===== src/logic/elevator_pkg.sv =====
// Building definitions shared by every RTL block of the floor request controller

package elevator_pkg;

    //////////////////////////////////////////////////
    // Building size
    //////////////////////////////////////////////////

    // Floors served by the car
    localparam int num_floors = 11;

    //////////////////////////////////////////////////
    // Floor types
    //////////////////////////////////////////////////

    // Floor index where 0 is the ground floor (floor 1)
    typedef logic [3:0] floor_t;

    // One bit per floor for buttons and lamps
    typedef logic [num_floors-1:0] floor_mask_t;

    // Floor with a valid flag for queue push and queue head
    typedef struct packed {
        logic   valid;
        floor_t floor;
    } floor_entry_t;

endpackage


===== src/logic/car_pkg.sv =====
// Car motion definitions imported wherever the state or status of the car is seen

package car_pkg;

    // Car states with stopped as the idle position
    typedef enum logic [1:0] {
        stopped     = 2'd0,
        moving_up   = 2'd1,
        moving_down = 2'd2,
        halted      = 2'd3
    } car_state_t;

    //////////////////////////////////////////////////
    // Car status seen by intake and queue
    //////////////////////////////////////////////////

    typedef struct packed {
        elevator_pkg::floor_t current_floor;
        // 1 means up
        logic                 direction;
        logic                 moving;
        // One-cycle strobe when the current floor is served
        logic                 serve;
        // Power off or emergency active
        logic                 halt;
    } car_status_t;

endpackage


===== src/logic/request_intake.sv =====
// Latches call and panel lamps and queues at most one newly accepted floor per cycle
`timescale 1ns/1ps

module request_intake (
    input  logic                       clock,
    input  logic                       reset_n,
    input  elevator_pkg::floor_mask_t  floor_call_buttons,
    input  elevator_pkg::floor_mask_t  panel_buttons,
    input  car_pkg::car_status_t       status,
    output elevator_pkg::floor_mask_t  call_button_lights,
    output elevator_pkg::floor_mask_t  panel_button_lights,
    output elevator_pkg::floor_entry_t push
);
    import elevator_pkg::*;

    floor_mask_t pressed;
    floor_mask_t lit;
    floor_mask_t current_mask;
    floor_mask_t eligible;
    floor_mask_t serve_mask;
    floor_mask_t pick_mask;
    logic        pick_valid;
    floor_t      pick_floor;

    //////////////////////////////////////////////////
    // Acceptance
    //////////////////////////////////////////////////

    assign pressed      = floor_call_buttons | panel_buttons;
    assign lit          = call_button_lights | panel_button_lights;
    assign current_mask = floor_mask_t'(1) << status.current_floor;

    // A floor is refused if the car is there or one of its lamps already burns
    assign eligible = pressed & ~lit & ~current_mask;

    // Lowest floor wins, so scan from the top and let lower hits overwrite
    always_comb begin
        pick_valid = 1'b0;
        pick_floor = '0;
        for (int i = num_floors - 1; i >= 0; i--) begin
            if (eligible[i]) begin
                pick_valid = 1'b1;
                pick_floor = floor_t'(i);
            end
        end
    end

    assign pick_mask  = pick_valid ? current_mask_of(pick_floor) : '0;
    assign serve_mask = status.serve ? current_mask : '0;

    function automatic floor_mask_t current_mask_of(input floor_t floor);
        current_mask_of = floor_mask_t'(1) << floor;
    endfunction

    //////////////////////////////////////////////////
    // Lamp registers and push strobe
    //////////////////////////////////////////////////

    // The picked floor is never the current floor, so serve and set
    // never touch the same bit
    always_ff @(posedge clock or negedge reset_n) begin
        if (!reset_n) begin
            call_button_lights  <= '0;
            panel_button_lights <= '0;
            push                <= '0;
        end else if (status.halt) begin
            // Power off or emergency drops every pending request
            call_button_lights  <= '0;
            panel_button_lights <= '0;
            push                <= '0;
        end else begin
            call_button_lights  <= (call_button_lights & ~serve_mask)
                                 | (pick_mask & floor_call_buttons);
            panel_button_lights <= (panel_button_lights & ~serve_mask)
                                 | (pick_mask & panel_buttons);
            push.valid          <= pick_valid;
            push.floor          <= pick_floor;
        end
    end

endmodule


===== src/logic/request_queue.sv =====
// First-in-first-out store of pending floors, presents the oldest floor to the car
`timescale 1ns/1ps

module request_queue (
    input  logic                       clock,
    input  logic                       reset_n,
    input  elevator_pkg::floor_entry_t push,
    input  car_pkg::car_status_t       status,
    output elevator_pkg::floor_entry_t head
);
    import elevator_pkg::*;

    localparam int ptr_width   = $clog2(num_floors);
    localparam int count_width = $clog2(num_floors + 1);

    // Entry storage, one slot per floor is always enough
    floor_t                 entries [num_floors];
    logic [ptr_width-1:0]   rd_ptr;
    logic [ptr_width-1:0]   wr_ptr;
    logic [count_width-1:0] count;
    logic                   do_push;
    logic                   do_pop;

    assign do_push = push.valid && !status.halt;
    assign do_pop  = status.serve && (count != '0);

    assign head.valid = (count != '0);
    assign head.floor = entries[rd_ptr];

    function automatic logic [ptr_width-1:0] next_ptr(input logic [ptr_width-1:0] ptr);
        if (ptr == ptr_width'(num_floors - 1)) begin
            next_ptr = '0;
        end else begin
            next_ptr = ptr + 1'b1;
        end
    endfunction

    //////////////////////////////////////////////////
    // Pointers and count
    //////////////////////////////////////////////////

    always_ff @(posedge clock or negedge reset_n) begin
        if (!reset_n) begin
            rd_ptr <= '0;
            wr_ptr <= '0;
            count  <= '0;
        end else if (status.halt) begin
            // Flush, halt drops every queued floor
            rd_ptr <= '0;
            wr_ptr <= '0;
            count  <= '0;
        end else begin
            if (do_push) begin
                wr_ptr <= next_ptr(wr_ptr);
            end
            if (do_pop) begin
                rd_ptr <= next_ptr(rd_ptr);
            end
            // Push and pop together leave the count unchanged
            case ({do_push, do_pop})
                2'b10:   count <= count + 1'b1;
                2'b01:   count <= count - 1'b1;
                default: count <= count;
            endcase
        end
    end

    always_ff @(posedge clock) begin
        if (do_push) begin
            entries[wr_ptr] <= push.floor;
        end
    end

endmodule


===== src/logic/travel_timer.sv =====
// Counts the travel interval between adjacent floors and pulses expired at its end
`timescale 1ns/1ps

module travel_timer #(
    parameter int unsigned travel_cycles = 8
) (
    input  logic clock,
    input  logic reset_n,
    input  logic start,
    output logic expired
);

    localparam int cnt_width = $clog2(travel_cycles);

    logic [cnt_width-1:0] count;
    logic                 active;

    // Expired comes travel_cycles cycles after the start pulse
    assign expired = active && (count == '0);

    always_ff @(posedge clock or negedge reset_n) begin
        if (!reset_n) begin
            count  <= '0;
            active <= 1'b0;
        end else if (start) begin
            count  <= cnt_width'(travel_cycles - 1);
            active <= 1'b1;
        end else if (active) begin
            // Reload on its own so consecutive floors keep the same pace
            if (count == '0) begin
                count <= cnt_width'(travel_cycles - 1);
            end else begin
                count <= count - 1'b1;
            end
        end
    end

endmodule


===== src/logic/car_motion_fsm.sv =====
// Car state machine that moves toward the queue head, serves floors and grants door requests
`timescale 1ns/1ps

module car_motion_fsm #(
    parameter int unsigned travel_cycles = 8
) (
    input  logic                       clock,
    input  logic                       reset_n,
    input  elevator_pkg::floor_entry_t head,
    input  logic                       expired,
    input  logic                       emergency_btn,
    input  logic                       power_switch,
    input  logic                       door_open_btn,
    input  logic                       door_close_btn,
    output car_pkg::car_status_t       status,
    output logic                       start,
    output logic                       moving,
    output logic                       direction,
    output elevator_pkg::floor_t       current_floor,
    output logic                       door_open_allowed,
    output logic                       door_close_allowed
);
    import elevator_pkg::*;
    import car_pkg::*;

    // A two-cycle leg leans on the timer's own reload instead
    localparam bit rearm_each_step = (travel_cycles > 2);

    car_state_t           state;
    car_state_t           state_next;
    floor_t               floor_next;
    logic                 dir_next;
    logic                 halt;
    logic                 arrive;
    logic                 serve;
    logic                 head_above;

    assign halt       = !power_switch || emergency_btn;
    assign arrive     = head.valid && (head.floor == current_floor);
    assign head_above = head.floor > current_floor;

    // Serve also covers a head that already matches while stopped
    assign serve  = arrive && !halt && (state != halted);
    assign moving = (state == moving_up) || (state == moving_down);

    //////////////////////////////////////////////////
    // Next state
    //////////////////////////////////////////////////

    always_comb begin
        state_next = state;
        floor_next = current_floor;
        dir_next   = direction;
        start      = 1'b0;
        if (!power_switch) begin
            state_next = stopped;
        end else if (emergency_btn) begin
            state_next = halted;
        end else begin
            case (state)
                stopped: begin
                    if (head.valid && !arrive) begin
                        state_next = head_above ? moving_up : moving_down;
                        dir_next   = head_above;
                        start      = 1'b1;
                    end
                end
                moving_up, moving_down: begin
                    if (!head.valid || arrive) begin
                        state_next = stopped;
                    end else if (expired) begin
                        // One floor per travel interval
                        if (state == moving_up) begin
                            floor_next = current_floor + 1'b1;
                        end else begin
                            floor_next = current_floor - 1'b1;
                        end
                        start = rearm_each_step;
                    end
                end
                // Release of the emergency button
                default: state_next = stopped;
            endcase
        end
    end

    always_ff @(posedge clock or negedge reset_n) begin
        if (!reset_n) begin
            state         <= stopped;
            current_floor <= '0;
            direction     <= 1'b1;
        end else begin
            state         <= state_next;
            current_floor <= floor_next;
            direction     <= dir_next;
        end
    end

    //////////////////////////////////////////////////
    // Doors and status
    //////////////////////////////////////////////////

    // Doors only follow their buttons with the car stopped and powered
    assign door_open_allowed  = door_open_btn && (state == stopped) && !halt;
    assign door_close_allowed = door_close_btn && (state == stopped) && !halt;

    assign status = '{
        current_floor: current_floor,
        direction:     direction,
        moving:        moving,
        serve:         serve,
        halt:          halt
    };

endmodule


===== src/logic/floor_request_controller.sv =====
// Top level of the floor request controller, joins intake, queue, travel timer and car FSM
`timescale 1ns/1ps

module floor_request_controller #(
    parameter int unsigned travel_cycles = 8
) (
    input  logic                      clock,
    input  logic                      reset_n,
    input  elevator_pkg::floor_mask_t floor_call_buttons,
    input  elevator_pkg::floor_mask_t panel_buttons,
    input  logic                      door_open_btn,
    input  logic                      door_close_btn,
    input  logic                      emergency_btn,
    input  logic                      power_switch,
    output elevator_pkg::floor_mask_t call_button_lights,
    output elevator_pkg::floor_mask_t panel_button_lights,
    output elevator_pkg::floor_t      current_floor,
    output logic                      moving,
    output logic                      direction,
    output logic                      door_open_allowed,
    output logic                      door_close_allowed
);
    import elevator_pkg::*;
    import car_pkg::*;

    car_status_t  status;
    floor_entry_t push;
    floor_entry_t head;
    logic         start;
    logic         expired;

    request_intake u_intake (
        .clock               (clock),
        .reset_n             (reset_n),
        .floor_call_buttons  (floor_call_buttons),
        .panel_buttons       (panel_buttons),
        .status              (status),
        .call_button_lights  (call_button_lights),
        .panel_button_lights (panel_button_lights),
        .push                (push)
    );

    request_queue u_queue (
        .clock   (clock),
        .reset_n (reset_n),
        .push    (push),
        .status  (status),
        .head    (head)
    );

    travel_timer #(
        .travel_cycles (travel_cycles)
    ) u_timer (
        .clock   (clock),
        .reset_n (reset_n),
        .start   (start),
        .expired (expired)
    );

    car_motion_fsm #(
        .travel_cycles (travel_cycles)
    ) u_car (
        .clock              (clock),
        .reset_n            (reset_n),
        .head               (head),
        .expired            (expired),
        .emergency_btn      (emergency_btn),
        .power_switch       (power_switch),
        .door_open_btn      (door_open_btn),
        .door_close_btn     (door_close_btn),
        .status             (status),
        .start              (start),
        .moving             (moving),
        .direction          (direction),
        .current_floor      (current_floor),
        .door_open_allowed  (door_open_allowed),
        .door_close_allowed (door_close_allowed)
    );

endmodule


===== config.mk =====
export PLATFORM = sky130hd
export DESIGN_NAME = floor_request_controller
export DESIGN_NICKNAME = d
export VERILOG_FILES = /design/src/logic/elevator_pkg.sv /design/src/logic/car_pkg.sv /design/src/logic/request_intake.sv /design/src/logic/request_queue.sv /design/src/logic/travel_timer.sv /design/src/logic/car_motion_fsm.sv /design/src/logic/floor_request_controller.sv
export SDC_FILE = /design/constraint.sdc
export NUM_CORES = 1
export LEC_CHECK = 0
export BUFFER_PORTS_ARGS = -buffer_cell sky130_fd_sc_hd__buf_2
export CAP_MARGIN = 10
export CORE_MARGIN = 2
export CORE_UTILIZATION = 50
export CTS_BUF_LIST = sky130_fd_sc_hd__clkbuf_2
export DETAILED_ROUTE_END_ITERATION = 8
export PLACE_DENSITY = 0.74
export REMOVE_ABC_BUFFERS = 1
export SLEW_MARGIN = 30
export SYNTH_ARGS = -nofsm -noshare
export SYNTH_HDL_FRONTEND = slang
export SYNTH_HIERARCHICAL = 1
export SYNTH_SLANG_ARGS = --single-unit

===== constraint.sdc =====
create_clock -name clock -period 3.96 [get_ports clock]
set_clock_uncertainty 0.05 [all_clocks]
set_input_delay 0.99 -clock clock [delete_from_list [all_inputs] [get_ports clock]]
set_output_delay 0.99 -clock clock [all_outputs]
set_load 0.03 [all_outputs]

==> metrics.md, run 1 <==
| Metric | Value |
|---|---|
| TritonCTS Buffers | `9` |
| Status | `finished clean` |
| Total negative slack | `0 ps` |
| Total GRT Usage | `20.8%` |
| Clock-pin slew on the worst setup and hold paths | `270 ps` |
| Clock sink total | `94` |
| Routability Congestion | `0.839` |
| Hold_buf cts | `0` |
| Reg2Reg Depth | `14` |
| Htree depth | `3` |
| Slew Limit Fails | `0` |
| Ys Warns | `6` |
| Port Buffers | `57` |
| Initial antenna violation count | `1` |
| Largest net degree at the start of global routing | `41` |
| Design area | `5780 um2` |
| Clk root buf | `clkbuf_2` |
| Total grt overflow | `0` |
| Residual DRC count | `0` |
| Synth Instances | `469` |
| Slowest CP cell | `mux4_2` |
| Final core utilization | `56.5%` |
| Max Buffers Root-to-Sink | `2` |
| Initial core utilization | `50.8%` |
| Worst r2r dst | `u_queue/count[3]` |
| Vias in the first global route | `3749` |
| Data arrival, critical path | `4140 ps` |
| Startpoint types | `register` |
| Final worst path period share | `95.2%` |
| Critical Path End Type | `register` |
| WL per Instance | `17.0 um` |
| Top Family by Delay on Critical Path | `multiplexers` |
| Power per cell area | `291 nW/um2` |
| Max-slew headroom | `49.3%` |
| Worst-path fanout max | `13` |
| Leakage power | `2.44 nW` |
| Most used cell, CP | `mux2i_1` |
| Clk Latency, worst-skew pair | `540 ps` |
| Worst endpoint required time | `4330 ps` |
| # IOs | `58` |
| Nets | `572` |
| Area of the core | `10200 um2` |
| CTS tree | `done` |
| DIE AREA | `11200 um2` |
| Maxcap violations | `0` |
| Crit-path cells | `buf_12 -> mux4_2 -> mux2i_1 -> o21ai_1 -> ha_1 -> nand4_4 -> nor4b_4 -> o41ai_4 -> nor2_2 -> ha_4 -> a31oi_4 -> o21ai_4 -> mux2i_1 -> mux2_1` |
| P&R area growth vs syn | `11.1%` |
| Met3 WL | `470 um` |
| Vias per cell | `5.79` |
| Final Power | `1.68 mW` |
| Worst Setup Slack, final | `190 ps` |
| Worst r2r src | `u_queue/rd_ptr[0]` |
| Worst path bufs/invs | `1` |
| Antenna Nets Post-Route | `0` |
| Final setup fails | `0` |
| Share of layout cells above drive strength 1 | `24.6%` |
| Commonest non-fill, non-tap cells in the layout | `buf_2 (56), dfrtp_1 (49), nor2_1 (44), edfxtp_1 (44), nand2_1 (38)` |
| Top layer in use | `met4` |
| Row count | `37` |
| First-pass GRT wire length | `18400 um` |
| Placed Cells | `644` |
| Via Count | `3876` |
| DR WL met2 | `5700 um` |
| FMAX | `265 MHz` |
| Critical path type | `register to register` |
| DP Wirelength | `8130 um` |
| Hold crit path type | `input pin to async pin` |
| Worst slew pin tran | `755 ps` |
| RSZ-0062 raised after global routing | `true` |
| Fin crit period | `3770 ps` |
| Die Ht | `106 um` |
| Drt total wl | `11400 um` |
| Non-Filler Instances | `670` |
| Fin Hold WS | `335 ps` |
| Area after DPL | `5590 um2` |
| Peak VDD IR | `0.181 mV` |
| Chip Width | `106 um` |
| Drt initial violations | `320` |
| DR pass1 iterations | `5` |
| Fin. Hold Viols | `0` |
| Commonest non-fill, non-tap cell in the layout | `buf_2` |
| Reg-to-reg slack, setup | `190 ps` |
| Synth Cell Area | `5200 um2` |
| Pre-CTS setup slack | `12.1 ps` |
| Slowest stage delay, CP | `490 ps` |
| DRT met1 WL | `5060 um` |
| Syn Area/Cell | `11.1 um2` |
sequential cells by signal, indices dropped and copies added, names as in the netlist:
name,flops
u_car/current_floor,4
u_car/direction,1
u_car/state,2
u_intake/call_button_lights,11
u_intake/panel_button_lights,11
u_intake/push,5
u_queue/count,4
u_queue/entries,44
u_queue/rd_ptr,4
u_queue/wr_ptr,4
u_timer/active,1
u_timer/count,3
layer usage:
| metal | up-vias | track usage (%) |
|---|---|---|
| met5 | - | 0 |
| met4 | 0 | 6.02 |
| met3 | 13 | 4.72 |
| met2 | 98 | 35.0 |
| met1 | 1915 | 27.0 |
| li1 | 1850 | - |
power breakdown:
part / total (mW) / internal, mW / leakage (nW) / switching [mW]
Clock: 0.390 / 0.0871 / 0.0556 / 0.303
Combinational: 0.221 / 0.0881 / 1.27 / 0.132
Sequential: 1.07 / 1.05 / 1.12 / 0.0260
Total: 1.68 / 1.22 / 2.44 / 0.462
area by class of cell:
type	count	area [um2]
flip-flops and latches	94	2570
clock inverters	4	23.8
well taps	136	170
repair buffers	75	435
multi-input cells	322	2420
clock buffers	12	60.1
fillers	893	4450
inverters	26	97.6
diodes	1	2.50
worst max-delay path by stage:
stage,slack [ps],cells after the start,start,end
after global placement,140,14,u_queue/rd_ptr[0],u_queue/count[3]
after CTS,40,14,u_queue/rd_ptr[0],u_queue/count[3]
final,190,14,u_queue/rd_ptr[0],u_queue/count[3]
after global routing,-50,14,u_queue/rd_ptr[0],u_queue/count[3]
after floorplan,-1300,13,u_queue/rd_ptr[0],u_queue/count[3]
after detailed placement,10,14,u_queue/rd_ptr[0],u_queue/count[3]
repair_timing:
item                       4_1_cts  5_1_grt
pin swaps                        0        4
gates resized for setup          1        8
setup endpoints to repair        1        1
buffers inserted                 0        9
Note: power is estimated with default switching activity, not from simulation.
==> inputs of run 2 (changes only) <==
Settings changed: CORE_UTILIZATION 50 to 38, PLACE_DENSITY 0.74 to 0.6.
Clock period 3.96 ns to 3.1 ns, I/O delays scaled along.
==> run 2 against run 1 <==
Net effect:
- the run now ends with setup timing left
- power is 36% higher
- routed wire length is 5.7% higher
- register-to-register slack got worse by 680 ps
- clock-buffer cell count down 3
- die area is 30% higher
- sequential share of layout area fell by 1.7 points
- combinational power is 33% higher
- flip-flop and latch count is the same
- clock power is 62% higher
- critical path type unchanged
==> metrics.md, run 2 (synthesis results as in run 1) <==
| Metric | Value |
|---|---|
| DP Wirelength | `8690 um (+6.9%)` |
| Row count | `42 (+14%)` |
| Max Buffers Root-to-Sink | `2 (unchanged)` |
| Reg2Reg Depth | `15 (+1)` |
| Clk Latency, worst-skew pair | `610 ps (+70 ps)` |
| Share of layout cells above drive strength 1 | `28.0% (+3.4 points)` |
| Status | `finished, violations left` |
| Fin. Hold Viols | `0 (unchanged)` |
| First-pass GRT wire length | `19700 um (+6.9%)` |
| Peak VDD IR | `0.224 mV (+23%)` |
| Routability Congestion | `0.816 (-2.8%)` |
| Drt total wl | `12000 um (+5.7%)` |
| Residual DRC count | `0 (unchanged)` |
| Reg with most FFs | `u_queue/entries` |
| Commonest non-fill, non-tap cell in the layout | `buf_2` |
| Critical path origin | `u_queue/rd_ptr[0]` |
| Max FFs per register | `44 (unchanged)` |
| Die Ht | `121 um (+14%)` |
| Vias per cell | `5.39 (-6.8%)` |
| Hold crit path type | `input pin to async pin` |
| Antenna Nets Post-Route | `0 (unchanged)` |
| Worst slew pin tran | `678 ps (-77.1 ps)` |
| Slew Limit Fails | `0 (unchanged)` |
| Power per cell area | `382 nW/um2 (+31%)` |
| CP Capture Point | `u_queue/count[3]` |
| Fin Hold WS | `176 ps (-159 ps)` |
| Vias in the first global route | `4025 (+7.4%)` |
| Final setup fails | `5 (+5)` |
| Worst-path fanout max | `7 (-6)` |
| Worst r2r src | `u_queue/rd_ptr[0]` |
| Critical path type | `register to register` |
| Worst endpoint required time | `3590 ps (-740 ps)` |
| Worst Setup Slack, final | `-491 ps (-681 ps)` |
| Final worst path period share | `116% (+21 points)` |
| Regs by FF count | `u_queue/entries: 44 flops, u_intake/call_button_lights: 11 flops, u_intake/panel_button_lights: 11 flops` |
| Critical Path End Type | `register` |
| Total negative slack | `-1110 ps (-1110 ps)` |
| DIE AREA | `14600 um2 (+30%)` |
| # IOs | `58 (unchanged)` |
| Chip Width | `121 um (+14%)` |
| RSZ-0062 raised after global routing | `true` |
| Largest net degree at the start of global routing | `51 (+24%)` |
| Total GRT Usage | `17.3% (-3.5 points)` |
| Clock-pin slew on the worst setup and hold paths | `300 ps (+30 ps)` |
| Final core utilization | `45.2% (-11 points)` |
| Drt initial violations | `243 (-24%)` |
| Startpoint types | `register` |
| Area of the multi-input gates | `2440 um2 (+0.88%)` |
| Fin crit period | `3590 ps (-179 ps)` |
| Data arrival, critical path | `4080 ps (-60 ps)` |
| Leakage power | `2.56 nW (+4.9%)` |
| Commonest non-fill, non-tap cells in the layout | `buf_2 (57), dfrtp_1 (49), nor2_1 (44), edfxtp_1 (44), nand2_1 (38)` |
| DR pass1 iterations | `4 (-1)` |
| TritonCTS Buffers | `9 (unchanged)` |
| Via Count | `3913 (+0.95%)` |
| Initial antenna violation count | `0 (-1)` |
| Htree depth | `3 (unchanged)` |
| Nets | `589 (+3.0%)` |
| Area of the core | `13300 um2 (+30%)` |
| Total grt overflow | `0 (unchanged)` |
| Max-slew headroom | `54.8% (+5.5 points)` |
| Clk root buf | `clkbuf_2` |
| Reg-to-reg slack, setup | `-490 ps (-680 ps)` |
| Register area | `2570 um2 (unchanged)` |
| Ant. Diodes | `0 (-1)` |
| Maxcap violations | `0 (unchanged)` |
| Failing checks | `setup timing` |
| Fill cell count | `1211 (+36%)` |
| Clock sink total | `94 (unchanged)` |
| FMAX | `278 MHz (+5.0%)` |
| Port Buffers | `57 (unchanged)` |
| CTS tree | `done` |
| P&R area growth vs syn | `15.7%` |
| Worst r2r dst | `u_queue/count[3]` |
| Initial core utilization | `39.1% (-12 points)` |
| WL per Instance | `16.6 um (-2.5%)` |
==> run 2: cell count changes in the layout (fill, tap and decap cells not counted), moves of 2 or more <==
cell / change
buf_4: +15
inv_6: +3
clkbuf_2: -3
clkinvlp_4: -2
inv_8: +3
==> run 2: timing repair <==
item,4_1_cts,5_1_grt
gates cloned,0,0
setup endpoints to repair,5,26
pin swaps,5,4
resized for setup,7,7
buffers inserted,2,2
hold buffers,0,0
==> run 2: layout make-up <==
type                       instances  area share [%]
timing repair buffer              92            9.38
tap                              176            3.66
inverter                          26            1.62
multi-input combinational        322            40.5
sequential                        94            42.8
clock inverter                     7            1.27
clock buffer                       9           0.749
==> run 2: metrics by stage <==
step                      power (mW)  area (um2)  cells  worst slack (ps)
final                           2.30        6020    726              -491
after detailed placement        1.68        5800    706              -566
after CTS                       2.33        5970    724              -472
after global placement          1.67        5800    706              -476
after floorplan                 1.58        5040    442             -2160
after global routing            2.42        6020    726              -664
==> run 2: report_power, final <==
part / internal, mW / switching [mW] / leakage [nW]
Clock: 0.142 / 0.490 / 0.0760
Combinational: 0.119 / 0.176 / 1.37
Sequential: 1.34 / 0.0334 / 1.12
==> run 2: worst min path at each step <==
stage / slack [ps] / to / cells after the start / startpoint
after global routing: 150 / u_intake/call_button_lights[1] / 2 / reset_n
after floorplan: 430 / u_car/current_floor[0] / 0 / reset_n
final: 180 / u_intake/panel_button_lights[0] / 2 / reset_n
after CTS: 140 / u_intake/panel_button_lights[3] / 2 / reset_n
after global placement: 440 / u_intake/panel_button_lights[7] / 2 / u_intake/panel_button_lights[7]
after detailed placement: 450 / u_intake/call_button_lights[6] / 2 / u_intake/call_button_lights[6]
==> run 2: routing by layer <==
layer  track usage (%)  wire, um  vias up
met5                 0         0        -
met4              5.60       168        0
met3              5.08       552       15
met2              27.9      5690       84
met1              22.3      5620     1939
li1                  -         -     1875
==> run 2: critical path, stage by stage (launching register included) <==
cell and delay, ps:
dfrtp_1 470, buf_12 150, mux4_2 480, mux2i_1 170
o21ai_1 80, ha_1 350, nand4_4 120, nor4b_4 210
buf_4 160, o41ai_4 60, nor2_1 130, ha_1 290
a31oi_2 200, o21ai_4 80, mux2i_1 170, mux2_1 340
==> inputs of run 3 (changes only) <==
Settings changed: BUFFER_PORTS_ARGS -buffer_cell sky130_fd_sc_hd__buf_2 to not set, DONT_BUFFER_PORTS set to 1, HOLD_SLACK_MARGIN set to 0.02, PLACE_DENSITY 0.6 to 0.56.
==> run 3 against run 2 <==
Net effect:
- the flow still finishes with violations (setup timing)
- register-to-register slack lost 30 ps
- utilization decreased by 0.94 points
- die area is the same
- maximum frequency down 0.84%
- non-clock buffer count fell by 50
- global-route usage down 0.37 points
- largest power group unchanged
- critical path depth stayed put
- combinational power decreased by 12%
- cell count down 6.9%
- design area fell by 2.1%
==> metrics.md, run 3 (synthesis results as in run 1) <==
| Metric | Value |
|---|---|
| Status | `finished, violations left` |
| Failing checks | `setup timing` |
| Power per cell area | `384 nW/um2 (+0.65%)` |
| Internal power | `1.58 mW (-1.4%)` |
| Clock Power Share | `27.4% (about the same)` |
| Fin crit period | `3620 ps (+30.5 ps)` |
| Maxcap violations | `0 (unchanged)` |
| Chip Width | `121 um (unchanged)` |
| Share of layout cells above drive strength 1 | `22.6% (-5.4 points)` |
| FMAX | `276 MHz (-0.84%)` |
| Die Ht | `121 um (unchanged)` |
| RSZ-0062 raised after global routing | `true` |
| Peak VDD IR | `0.246 mV (+10%)` |
| Sw frac | `30.4% (about the same)` |
| Seq pwr share | `61.2% (+1.5 points)` |
| Area of the core | `13300 um2 (unchanged)` |
| Psw | `689 uW (-1.5%)` |
| Crit-path cells | `buf_6 -> mux4_2 -> mux2i_1 -> o21ai_0 -> ha_1 -> nand4_4 -> nor4b_2 -> buf_4 -> o41ai_4 -> nor2_1 -> ha_1 -> o211ai_1 -> o21ai_4 -> mux2i_1 -> mux2_1` |
| Reg with most FFs | `u_queue/entries` |
| Met1 usage | `21.8% (-0.51 points)` |
| Htree depth | `3 (unchanged)` |
| Area after DPL | `5520 um2 (-4.9%)` |
| Max-slew headroom | `55.6% (+0.79 points)` |
| Slowest CP cell | `mux4_2` |
| Critical Path End Type | `register` |
| # IOs | `58 (unchanged)` |
| Worst Setup Slack, final | `-522 ps (-30.5 ps)` |
| Slowest stage delay, CP | `510 ps (+30 ps)` |
| Final setup fails | `8 (+3)` |
| P&R area growth vs syn | `13.3%` |
| Antenna Nets Post-Route | `0 (unchanged)` |
| Data arrival, critical path | `4120 ps (+40 ps)` |
| TritonCTS Buffers | `9 (unchanged)` |
| Slew Limit Fails | `0 (unchanged)` |
| Residual DRC count | `0 (unchanged)` |
| Fill cell count | `1252 (+3.4%)` |
| Final Power | `2.26 mW (-1.4%)` |
| Logic gate share of total power | `11.5% (-1.3 points)` |
| Worst slew pin tran | `661 ps (-16.9 ps)` |
| Leakage power | `2.35 nW (-8.5%)` |
| Drt total wl | `11900 um (-0.74%)` |
| Worst path bufs/invs | `2 (unchanged)` |
| Final worst path period share | `117% (+0.98 points)` |
| Drt initial violations | `320 (+32%)` |
| Commonest non-fill, non-tap cells in the layout | `dfrtp_1 (49), nor2_1 (44), edfxtp_1 (44)` |
| Design area | `5890 um2 (-2.1%)` |
| DIE AREA | `14600 um2 (unchanged)` |
| Critical path type | `register to register` |
| Met3 usage | `4.65% (-0.42 points)` |
| Via Count | `3727 (-4.8%)` |
| Largest net degree at the start of global routing | `51 (unchanged)` |
| Max Buffers Root-to-Sink | `2 (unchanged)` |
| Vias in the first global route | `3738 (-7.1%)` |
| Initial antenna violation count | `0 (unchanged)` |
| Nets | `539 (-8.5%)` |
| Initial core utilization | `39.1% (unchanged)` |
| DP Wirelength | `8450 um (-2.8%)` |
| Row count | `42 (unchanged)` |
| Hold crit path type | `input pin to register` |
| Fin. Hold Viols | `0 (unchanged)` |
| Max FFs per register | `44 (unchanged)` |
| Vias per cell | `5.51 (+2.3%)` |
| First-pass GRT wire length | `19100 um (-2.9%)` |
| Clk Latency, worst-skew pair | `650 ps (+40 ps)` |
| CTS tree | `done` |
| Ant. Diodes | `0 (unchanged)` |
| Routability Congestion | `0.790 (-3.2%)` |
| Port Buffers | `0 (-100%)` |
| Total grt overflow | `0 (unchanged)` |
| Commonest non-fill, non-tap cell in the layout | `dfrtp_1` |
| Regs by FF count | `u_queue/entries: 44 flops, u_intake/call_button_lights: 11 flops, u_intake/panel_button_lights: 11 flops` |
| Total GRT Usage | `16.9% (-0.37 points)` |
| Final core utilization | `44.3% (-0.94 points)` |
| Startpoint types | `register` |
| GR peak layer | `met2` |
| Worst-path fanout max | `6 (-1)` |
| Routing usage on met2 | `27.5% (-0.39 points)` |
| Worst endpoint required time | `3590 ps (about the same)` |
| DR pass1 iterations | `4 (unchanged)` |
| Top Family by Delay on Critical Path | `multiplexers` |
| Clock-pin slew on the worst setup and hold paths | `340 ps (+40 ps)` |
| Clk root buf | `clkbuf_2` |
| Clock sink total | `94 (unchanged)` |
| WL per Instance | `17.7 um (+6.6%)` |
## run 3: cell types whose count changed in the layout (fill, tap and decap cells not counted), sizes merged
cell         delta
buf            -51
clkinvlp        +1
dlygate4sd3     +1
inv             -1
## run 3: final timing paths
| path | cells after the start | slack, ps | end | start |
|---|---|---|---|---|
| max in group asynchronous | 2 | 2160 | u_intake/panel_button_lights[6] | reset_n |
| max reg2reg | 15 | -520 | u_queue/count[3] | u_queue/rd_ptr[0] |
| min | 2 | 150 | u_car/state[0] | power_switch |
| min reg2reg | 1 | 520 | u_timer/count[2] | u_timer/count[2] |
| min in group asynchronous | 2 | 550 | u_car/current_floor[3] | reset_n |
| max | 15 | -520 | u_queue/count[3] | u_queue/rd_ptr[0] |
## run 3: power by group through the flow
stage                     clock network [mW]  logic [mW]  registers, mW
after detailed placement                   0       0.230           1.41
after floorplan                            0       0.180           1.40
final                                  0.620       0.259           1.38
after global routing                   0.698       0.290           1.39
after global placement                     0       0.221           1.41
after CTS                              0.647       0.252           1.38
## run 3: what timing repair did
action | CTS | global route
hold buffers | 2 | 0
buffers inserted | 4 | 5
pin swaps | 10 | 11
setup endpoints to repair | 5 | 30
resized for setup | 9 | 27
hold endpoints to repair | 50 | 0
## run 3: through the flow
stage | setup slack [ps] | instances | hold WS (ps) | TNS (ps)
3_5_place_dp | -650 | 651 | 431 | -1330
3_3_place_gp | -514 | 651 | 431 | -900
5_1_grt | -790 | 676 | 93.1 | -6000
4_1_cts | -581 | 670 | 91.8 | -1540
2_1_floorplan | -2160 | 442 | 429 | -30820
6_report | -522 | 676 | 152 | -1700
## run 3: cell type report
class                      count  area (um2)  share of cell area [%]
clock buffer                   9        45.0                   0.765
multi-input combinational    322        2500                    42.5
tap                          176         220                    3.74
sequential                    94        2570                    43.7
timing repair buffer          42         385                    6.54
inverter                      26        97.6                    1.66
clock inverter                 7        67.6                    1.15
## run 3: worst reg2reg max path: cells and delay by family, from the launching register on
| family | cells | cell delay, ps |
|---|---|---|
| AND/OR/NAND/NOR | 3 | 450 |
| flip-flops | 1 | 480 |
| buffers and inverters | 2 | 320 |
| adder cells (fa/ha/maj) | 2 | 560 |
| multiplexers | 4 | 1210 |
| AO/OA/AOI/OAI | 4 | 470 |
## run 3: per-layer routing
metal	share of wire, %	wire length, um
met1	44	5280
met2	49	5790
met3	5.7	676
met4	1.6	191
met5	0	0
